==> src/verilog/rv_pkg.sv <==
package rv_pkg;

  // Fixed by the RV32I base ISA
  localparam int XLEN = 32;
  localparam int NUM_REGS = 32;

  typedef logic [XLEN-1:0] word_t;
  typedef logic [$clog2(NUM_REGS)-1:0] reg_addr_t;

  // Major opcodes handled by this datapath
  typedef enum logic [6:0] {
    op_lui = 7'b0110111,
    op_imm = 7'b0010011,
    op_reg = 7'b0110011
  } opcode_e;

  // funct3 encodings of the integer ALU group
  typedef enum logic [2:0] {
    f3_add  = 3'b000,
    f3_sll  = 3'b001,
    f3_slt  = 3'b010,
    f3_sltu = 3'b011,
    f3_xor  = 3'b100,
    f3_sr   = 3'b101,
    f3_or   = 3'b110,
    f3_and  = 3'b111
  } funct3_e;

  // Operation carried from decode to the ALU
  typedef enum logic [3:0] {
    alu_add,
    alu_sub,
    alu_sll,
    alu_slt,
    alu_sltu,
    alu_xor,
    alu_srl,
    alu_sra,
    alu_or,
    alu_and
  } alu_op_e;

endpackage
==> src/verilog/rv_pipeline.sv <==
module rv_pipeline (
  input  logic              clk,
  input  logic              i_rst,
  input  logic              i_instr_valid,
  input  logic [31:0]       i_instr,
  output logic              o_wb_valid,
  output logic              o_wb_trap,
  output logic              o_wb_we,
  output rv_pkg::reg_addr_t o_wb_rd,
  output rv_pkg::word_t     o_wb_data
);

  // IF/ID register and decode outputs
  logic              id_valid;
  logic [31:0]       id_instr;
  rv_pkg::reg_addr_t id_rs1;
  rv_pkg::reg_addr_t id_rs2;
  rv_pkg::reg_addr_t id_rd;
  rv_pkg::word_t     id_imm;
  logic              id_use_imm;
  rv_pkg::alu_op_e   id_alu_op;
  logic              id_reg_write;
  logic              id_trap;
  rv_pkg::word_t     id_rs1_data;
  rv_pkg::word_t     id_rs2_data;

  // ID/EX register
  logic              ex_valid;
  rv_pkg::reg_addr_t ex_rs1;
  rv_pkg::reg_addr_t ex_rs2;
  rv_pkg::reg_addr_t ex_rd;
  rv_pkg::word_t     ex_rs1_data;
  rv_pkg::word_t     ex_rs2_data;
  rv_pkg::word_t     ex_imm;
  logic              ex_use_imm;
  rv_pkg::alu_op_e   ex_alu_op;
  logic              ex_reg_write;
  logic              ex_trap;
  rv_pkg::word_t     ex_result;

  // EX/MEM register
  logic              mem_valid;
  rv_pkg::reg_addr_t mem_rd;
  logic              mem_reg_write;
  logic              mem_trap;
  rv_pkg::word_t     mem_result;
  logic              mem_we;

  // MEM/WB register
  logic              wb_valid;
  rv_pkg::reg_addr_t wb_rd;
  logic              wb_reg_write;
  logic              wb_trap;
  rv_pkg::word_t     wb_result;
  logic              wb_we;

  // Stage valid bits
  always_ff @(posedge clk) begin
    if (i_rst) begin
      id_valid  <= 1'b0;
      ex_valid  <= 1'b0;
      mem_valid <= 1'b0;
      wb_valid  <= 1'b0;
    end else begin
      id_valid  <= i_instr_valid;
      ex_valid  <= id_valid;
      mem_valid <= ex_valid;
      wb_valid  <= mem_valid;
    end
  end

  always_ff @(posedge clk) begin
    id_instr      <= i_instr;
    ex_rs1        <= id_rs1;
    ex_rs2        <= id_rs2;
    ex_rd         <= id_rd;
    ex_rs1_data   <= id_rs1_data;
    ex_rs2_data   <= id_rs2_data;
    ex_imm        <= id_imm;
    ex_use_imm    <= id_use_imm;
    ex_alu_op     <= id_alu_op;
    ex_reg_write  <= id_reg_write;
    ex_trap       <= id_trap;
    mem_rd        <= ex_rd;
    mem_reg_write <= ex_reg_write;
    mem_trap      <= ex_trap;
    // Trapped instructions retire with zero data
    mem_result    <= ex_trap ? '0 : ex_result;
    wb_rd         <= mem_rd;
    wb_reg_write  <= mem_reg_write;
    wb_trap       <= mem_trap;
    wb_result     <= mem_result;
  end

  assign mem_we = mem_valid & mem_reg_write;
  assign wb_we  = wb_valid & wb_reg_write;

  rv_decoder u_decoder (
    .i_instr     (id_instr),
    .o_rs1       (id_rs1),
    .o_rs2       (id_rs2),
    .o_rd        (id_rd),
    .o_imm       (id_imm),
    .o_use_imm   (id_use_imm),
    .o_alu_op    (id_alu_op),
    .o_reg_write (id_reg_write),
    .o_trap      (id_trap)
  );

  rv_regfile u_regfile (
    .clk       (clk),
    .i_rst     (i_rst),
    .i_we      (wb_we),
    .i_waddr   (wb_rd),
    .i_wdata   (wb_result),
    .i_raddr_a (id_rs1),
    .i_raddr_b (id_rs2),
    .o_rdata_a (id_rs1_data),
    .o_rdata_b (id_rs2_data)
  );

  rv_execute u_execute (
    .i_rs1        (ex_rs1),
    .i_rs2        (ex_rs2),
    .i_rs1_data   (ex_rs1_data),
    .i_rs2_data   (ex_rs2_data),
    .i_imm        (ex_imm),
    .i_use_imm    (ex_use_imm),
    .i_alu_op     (ex_alu_op),
    .i_mem_rd     (mem_rd),
    .i_mem_we     (mem_we),
    .i_mem_result (mem_result),
    .i_wb_rd      (wb_rd),
    .i_wb_we      (wb_we),
    .i_wb_result  (wb_result),
    .o_result     (ex_result)
  );

  assign o_wb_valid = wb_valid;
  assign o_wb_trap  = wb_valid & wb_trap;
  assign o_wb_we    = wb_we;
  assign o_wb_rd    = wb_rd;
  assign o_wb_data  = wb_result;

  a_wb_valid_known: assert property (@(posedge clk) disable iff (i_rst) !$isunknown(o_wb_valid));

endmodule

==> src/verilog/rv_regfile.sv <==
module rv_regfile (
  input  logic              clk,
  input  logic              i_rst,
  input  logic              i_we,
  input  rv_pkg::reg_addr_t i_waddr,
  input  rv_pkg::word_t     i_wdata,
  input  rv_pkg::reg_addr_t i_raddr_a,
  input  rv_pkg::reg_addr_t i_raddr_b,
  output rv_pkg::word_t     o_rdata_a,
  output rv_pkg::word_t     o_rdata_b
);

  // x0 has no storage
  rv_pkg::word_t regs [1:rv_pkg::NUM_REGS-1];

  always_ff @(posedge clk) begin
    if (i_rst) begin
      for (int i = 1; i < rv_pkg::NUM_REGS; i++) begin
        regs[i] <= '0;
      end
    end else if (i_we) begin
      regs[i_waddr] <= i_wdata;
    end
  end

  // Write-through so decode sees the value retiring this cycle
  function automatic rv_pkg::word_t read_port(rv_pkg::reg_addr_t addr);
    if (addr == '0) begin
      return '0;
    end else if (i_we && i_waddr == addr) begin
      return i_wdata;
    end
    return regs[addr];
  endfunction

  always_comb begin
    o_rdata_a = read_port(i_raddr_a);
    o_rdata_b = read_port(i_raddr_b);
  end

  a_no_x0_write: assert property (@(posedge clk) disable iff (i_rst) i_we |-> i_waddr != '0);
  a_wdata_known: assert property (@(posedge clk) disable iff (i_rst) i_we |-> !$isunknown(i_wdata));

endmodule

==> src/verilog/rv_decoder.sv <==
module rv_decoder (
  input  logic [31:0]       i_instr,
  output rv_pkg::reg_addr_t o_rs1,
  output rv_pkg::reg_addr_t o_rs2,
  output rv_pkg::reg_addr_t o_rd,
  output rv_pkg::word_t     o_imm,
  output logic              o_use_imm,
  output rv_pkg::alu_op_e   o_alu_op,
  output logic              o_reg_write,
  output logic              o_trap
);

  logic [6:0]      opcode;
  logic [6:0]      funct7;
  rv_pkg::funct3_e funct3;
  logic            f7_zero;
  logic            f7_alt;
  logic            legal;

  assign opcode  = i_instr[6:0];
  assign funct7  = i_instr[31:25];
  assign funct3  = rv_pkg::funct3_e'(i_instr[14:12]);
  assign f7_zero = (funct7 == 7'b0000000);
  assign f7_alt  = (funct7 == 7'b0100000);

  // Shared funct3 mapping for op_imm and op_reg
  function automatic rv_pkg::alu_op_e base_op(rv_pkg::funct3_e f3);
    case (f3)
      rv_pkg::f3_sll:  return rv_pkg::alu_sll;
      rv_pkg::f3_slt:  return rv_pkg::alu_slt;
      rv_pkg::f3_sltu: return rv_pkg::alu_sltu;
      rv_pkg::f3_xor:  return rv_pkg::alu_xor;
      rv_pkg::f3_sr:   return rv_pkg::alu_srl;
      rv_pkg::f3_or:   return rv_pkg::alu_or;
      rv_pkg::f3_and:  return rv_pkg::alu_and;
      default:         return rv_pkg::alu_add;
    endcase
  endfunction

  always_comb begin
    o_rs1     = i_instr[19:15];
    o_rs2     = i_instr[24:20];
    o_rd      = i_instr[11:7];
    o_imm     = {{20{i_instr[31]}}, i_instr[31:20]};
    o_use_imm = 1'b0;
    o_alu_op  = rv_pkg::alu_add;
    legal     = 1'b1;
    case (opcode)
      rv_pkg::op_lui: begin
        // x0 + upper immediate through the adder
        o_rs1     = '0;
        o_imm     = {i_instr[31:12], 12'b0};
        o_use_imm = 1'b1;
      end
      rv_pkg::op_imm: begin
        o_use_imm = 1'b1;
        o_alu_op  = base_op(funct3);
        if (funct3 == rv_pkg::f3_sll) begin
          legal = f7_zero;
        end else if (funct3 == rv_pkg::f3_sr) begin
          legal = f7_zero | f7_alt;
          if (f7_alt) begin
            o_alu_op = rv_pkg::alu_sra;
          end
        end
      end
      rv_pkg::op_reg: begin
        o_alu_op = base_op(funct3);
        legal    = f7_zero;
        // Only add and shift-right have an alternate form
        if (f7_alt && funct3 == rv_pkg::f3_add) begin
          legal    = 1'b1;
          o_alu_op = rv_pkg::alu_sub;
        end else if (f7_alt && funct3 == rv_pkg::f3_sr) begin
          legal    = 1'b1;
          o_alu_op = rv_pkg::alu_sra;
        end
      end
      default: legal = 1'b0;
    endcase
    o_trap      = !legal;
    o_reg_write = legal && (o_rd != '0);
  end

endmodule

==> src/verilog/rv_execute.sv <==
module rv_execute (
  input  rv_pkg::reg_addr_t i_rs1,
  input  rv_pkg::reg_addr_t i_rs2,
  input  rv_pkg::word_t     i_rs1_data,
  input  rv_pkg::word_t     i_rs2_data,
  input  rv_pkg::word_t     i_imm,
  input  logic              i_use_imm,
  input  rv_pkg::alu_op_e   i_alu_op,
  input  rv_pkg::reg_addr_t i_mem_rd,
  input  logic              i_mem_we,
  input  rv_pkg::word_t     i_mem_result,
  input  rv_pkg::reg_addr_t i_wb_rd,
  input  logic              i_wb_we,
  input  rv_pkg::word_t     i_wb_result,
  output rv_pkg::word_t     o_result
);

  rv_pkg::word_t op_a;
  rv_pkg::word_t fwd_b;
  rv_pkg::word_t op_b;

  // Newest producer wins, write enables already exclude x0
  function automatic rv_pkg::word_t forward(rv_pkg::reg_addr_t rs, rv_pkg::word_t rf_data);
    if (i_mem_we && rs == i_mem_rd) begin
      return i_mem_result;
    end else if (i_wb_we && rs == i_wb_rd) begin
      return i_wb_result;
    end
    return rf_data;
  endfunction

  always_comb begin
    op_a  = forward(i_rs1, i_rs1_data);
    fwd_b = forward(i_rs2, i_rs2_data);
    op_b  = i_use_imm ? i_imm : fwd_b;
  end

  rv_alu u_alu (
    .i_op     (i_alu_op),
    .i_a      (op_a),
    .i_b      (op_b),
    .o_result (o_result)
  );

endmodule

==> src/verilog/rv_alu.sv <==
module rv_alu (
  input  rv_pkg::alu_op_e i_op,
  input  rv_pkg::word_t   i_a,
  input  rv_pkg::word_t   i_b,
  output rv_pkg::word_t   o_result
);

  logic [4:0] shamt;
  logic       lt_signed;
  logic       lt_unsigned;

  assign shamt       = i_b[4:0];
  assign lt_signed   = $signed(i_a) < $signed(i_b);
  assign lt_unsigned = i_a < i_b;

  always_comb begin
    case (i_op)
      rv_pkg::alu_add:  o_result = i_a + i_b;
      rv_pkg::alu_sub:  o_result = i_a - i_b;
      rv_pkg::alu_sll:  o_result = i_a << shamt;
      // Comparisons produce 0 or 1
      rv_pkg::alu_slt:  o_result = {{(rv_pkg::XLEN-1){1'b0}}, lt_signed};
      rv_pkg::alu_sltu: o_result = {{(rv_pkg::XLEN-1){1'b0}}, lt_unsigned};
      rv_pkg::alu_xor:  o_result = i_a ^ i_b;
      rv_pkg::alu_srl:  o_result = i_a >> shamt;
      rv_pkg::alu_sra:  o_result = rv_pkg::word_t'($signed(i_a) >>> shamt);
      rv_pkg::alu_or:   o_result = i_a | i_b;
      rv_pkg::alu_and:  o_result = i_a & i_b;
      default:          o_result = '0;
    endcase
  end

endmodule

==> config.mk <==
export PLATFORM = sky130hd
export DESIGN_NAME = rv_pipeline
export DESIGN_NICKNAME = d
export VERILOG_FILES = /design/src/verilog/rv_pkg.sv /design/src/verilog/rv_pipeline.sv /design/src/verilog/rv_regfile.sv /design/src/verilog/rv_decoder.sv /design/src/verilog/rv_execute.sv /design/src/verilog/rv_alu.sv
export SDC_FILE = /design/constraint.sdc
export NUM_CORES = 2
export LEC_CHECK = 0
export ABC_AREA = 1
export BUFFER_PORTS_ARGS = -buffer_cell sky130_fd_sc_hd__buf_2
export CORE_UTILIZATION = 45
export CTS_CLUSTER_DIAMETER = 150
export DETAILED_ROUTE_END_ITERATION = 8
export PLACE_DENSITY_LB_ADDON = 0.15
export SYNTH_ARGS = -nofsm -noshare
export SYNTH_HDL_FRONTEND = slang
export SYNTH_SLANG_ARGS = --single-unit
==> constraint.sdc <==
create_clock -name clk -period 5.4 [get_ports clk]
set_clock_uncertainty 0.05 [all_clocks]
set_input_delay 0.27 -clock clk [delete_from_list [all_inputs] [get_ports clk]]
set_output_delay 0.27 -clock clk [all_outputs]
set_load 0.05 [all_outputs]
==> impl_metrics.py <==
metrics = {
    "sta": {
        "timing.slew.headroom_pct": 6.54,
        "post-route-period-util_pct": 99.2,
        "setup_tns_ns": 0,
        "drv_slew": 0,
        "fin_crit_ns": 5.35,
        "tightest_slew_ns": 1.39,
        "setup_violations": 0,
        "fmax_mhz": 187,
        "rsz0062_at_grt": "no",
        "final_hold_viol_count": 0,
    },
    "clock_tree": {
        "cts.sinks": 1256,
        "cts_buffer_depth": 3,
        "htreeDepth": 4,
        "cts-root-buf": "clkbuf_16",
        "worst_skew_pair.late_latency_ns": 0.81,
        "cts_tree": "built",
        "cts-buffers-inserted": 145,
        "clk_pin_slew_ns": 0.06,
    },
    "detailed_routing": {
        "antenna_left": 0,
        "wl_per_cell_um": 31.4,
        "first_pass_iters": 7,
        "wl_um": 329000,
        "vias_per_cell": 6.58,
        "drtIter0Drc": 12000,
        "vias": 68800,
        "drc": 0,
    },
    "yosys": {
        "synth_simple_gate_area_share_pct": 22.8,
        "yosys_register_bits": 1256,
        "synth_xor_area_share_pct": 0.136,
        "synth_flop_cell": "edfxtp_1",
        "synth_fa_ha_area_share_pct": 1.78,
        "syn_nets": 8620,
        "synthArstFlopShare_pct": 0,
        "synth_cell_type_count": 63,
        "yosysSeqAreaShare_pct": 50.1,
        "synth_compound_area_share_pct": 17.7,
        "synth_enable_flop_cells": 1024,
        "syn_inst": 8486,
        "avgSynthCellArea_sq_um": 8.32,
        "ys_warn_count": 0,
        "syn_area_sq_mm": 0.0706,
        "synthMuxAreaShare_pct": 0,
        "synth_top_family_by_area": "simple AND/OR/NAND/NOR gates",
    },
    "floorplan": {
        "dieWidth_um": 398,
        "die_height_um": 398,
        "initial_core_util_pct": 45.3,
        "num_rows": 145,
        "die_area_sq_mm": 0.159,
        "io_pins": 75,
        "core_sq_mm": 0.156,
    },
    "placement": {
        "place_area_sq_mm": 0.0731,
        "dpl.hpwl_um": 210000,
        "finalWeightedCongestion": 1.05,
        "place.port_buffers": 74,
    },
    "worst_setup_path": {
        "startpoint": "o_wb_rd[2]$_DFF_P_",
        "worstSetupPathType": "register to register",
        "critPathMaxFanout": 27,
        "required_ns": 6.00,
        "r2r_setup_slack_ns": 0.05,
        "crit_arrival_ns": 5.95,
        "r2r_start": "o_wb_rd[2]$_DFF_P_",
        "rr_endpoint": "mem_result[23]$_SDFF_PP0_",
        "slowest_delay_ns": 0.47,
        "ff2ff_path_depth": 23,
        "endpoint": "mem_result[23]$_SDFF_PP0_",
        "path_cells": "inv_2, nand2_1, nand2_1, nor2_2, nand3_4, nand2_8, buf_4, nand3_1, nand2_2, inv_1, ha_1, nor2_1, nand2_1, nor4_2, nand3_1, nand3_1, o21ai_0, a21oi_1, a211oi_1, buf_4, o21ai_1, nor2_1, nor2_1",
        "endpoint_kind": "register",
        "cp-start-kind": "register",
        "cp_slowest_cell": "dfxtp_1",
    },
    "cells_and_area": {
        "area_growth_pct": 10.6,
        "drive_gt1_share_pct": 9.16,
        "final_cell_area_sq_mm": 0.0781,
        "fill_cells": 14800,
        "nNetsFinal": 8405,
        "final_core_util_pct": 50.1,
    },
    "global_route": {
        "grt_first_pass_wirelength_um": 460000,
        "overflow": 0,
        "antenna_found_initial": 23,
        "grt_max_degree": 152,
        "grt_use_total_pct": 40.3,
        "grt_pass1_vias": 61900,
    },
    "status": {
        "outcome": "finished clean",
    },
    "run": {
        "max_cap_violations": 0,
    },
    "worst_hold_path": {
        "min_path_type": "primary input to register",
    },
    "pwr": {
        "vdd_drop_max_mv": 0.327,
        "powerDensity_mw_per_mm2": 332,
        "p_leak_nw": 28.3,
    },
}
final cells by class:
class,instances,area [sq um],area share (%)
tap,2058,2570,3.30
inverter,577,2220,2.84
timing repair buffer,397,3170,4.06
clock inverter,58,542,0.694
multi-input combinational,5894,30100,38.6
sequential,1256,35400,45.3
clock buffer,204,4020,5.15
antenna,11,27.5,0.0352
cells in the mapped netlist (56+ instances only):
cell type,n,area [sq um]
o221ai_1,326,2860
ha_1,97,1210
clkbuf_1,596,2240
o22ai_1,77,482
inv_1,513,1930
a21oi_1,317,1590
nor2_1,1637,6140
o211ai_1,274,2060
o21ai_0,867,4340
buf_2,78,390
nand3_1,888,4440
edfxtp_1,1024,30700
nand2_1,1019,3820
o2111ai_1,64,561
dfxtp_1,232,4640
buf_1,56,210
worst min-delay path by stage:
stage,from,end,slack (ns),cells after the start
after floorplan,i_instr[0],id_instr[0]$_DFF_P_,0.25,0
after global routing,i_instr[12],id_instr[12]$_DFF_P_,0.05,2
after global placement,mem_trap$_DFF_P_,wb_trap$_DFF_P_,0.26,0
final,i_instr[12],id_instr[12]$_DFF_P_,0.05,2
after CTS,i_instr[1],id_instr[1]$_DFF_P_,0.01,2
after detailed placement,ex_reg_write$_DFF_P_,mem_reg_write$_DFF_P_,0.27,0
worst max-delay path, delay by kind of cell, from the launching register on:
kind,cells,cell delay (ns)
buffers and inverters,4,0.73
flip-flops,1,0.47
AND/OR/NAND/NOR,14,3.12
adder cells (fa/ha/maj),1,0.43
AO/OA/AOI/OAI,4,0.35
layer usage:
layer / up-vias / wire length [um] / GRT usage [%]
met2: 5348 / 138000 / 59.0
met5: - / 200 / 0
met4: 24 / 19000 / 20.0
met3: 943 / 45100 / 10.8
met1: 33100 / 126000 / 55.0
li1: 29300 / - / -
registers in the layout, summed over array words and instances, names as in the netlist, 32 cells and up:
register,flops
ex_imm,32
ex_rs1_data,32
ex_rs2_data,32
id_instr,32
mem_result,32
o_wb_data,32
u_regfile.regs,1024
power by group:
| group | internal, W | switching, W |
|---|---|---|
| logic | 0.00141 | 0.00373 |
| clock network | 0.00554 | 0.00421 |
| registers | 0.0108 | 0.000252 |
| total | 0.0178 | 0.00819 |
stage by stage:
stage / hold slack [ns] / total power (W) / std cells / worst slack [ns]
floorplan: 0.248 / 0.0141 / 8486 / 0.790
global placement: 0.262 / 0.0161 / 10100 / 0.250
detailed placement: 0.266 / 0.0161 / 10100 / 0.258
CTS: 0.0116 / 0.0257 / 10400 / 0.198
global route: 0.0453 / 0.0266 / 10400 / 0.00921
finish: 0.0545 / 0.0260 / 10500 / 0.0453
cells in the final DEF (no fill, tap or decap), types with 226 or more instances in the layout:
cell type	netlist	layout
nand2_1	1019	974
o21ai_0	867	866
nand3_1	888	888
edfxtp_1	1024	1024
dfxtp_1	232	226
nor2_1	1637	1632
o221ai_1	326	326
buf_4	18	265
inv_1	513	506
a21oi_1	317	317
o211ai_1	274	274
logic make-up (layout without fill, tap and decap cells):
family / after synthesis / after routing
AND/OR/NAND/NOR: 3772 / 3772
AO/OA/AOI/OAI: 2012 / 2012
buffers and inverters: 1336 / 1236
flip-flops: 1256 / 1256
adder cells (fa/ha/maj): 99 / 99
XOR/XNOR: 11 / 11
other: 0 / 11
what timing repair did:
item,CTS,global route
hold buffers,35,0
hold endpoints to repair,36,0
gates resized for setup,0,8
setup buffers,0,0
setup endpoints to repair,0,9
No activity file was read; power rests on OpenSTA's default activity.
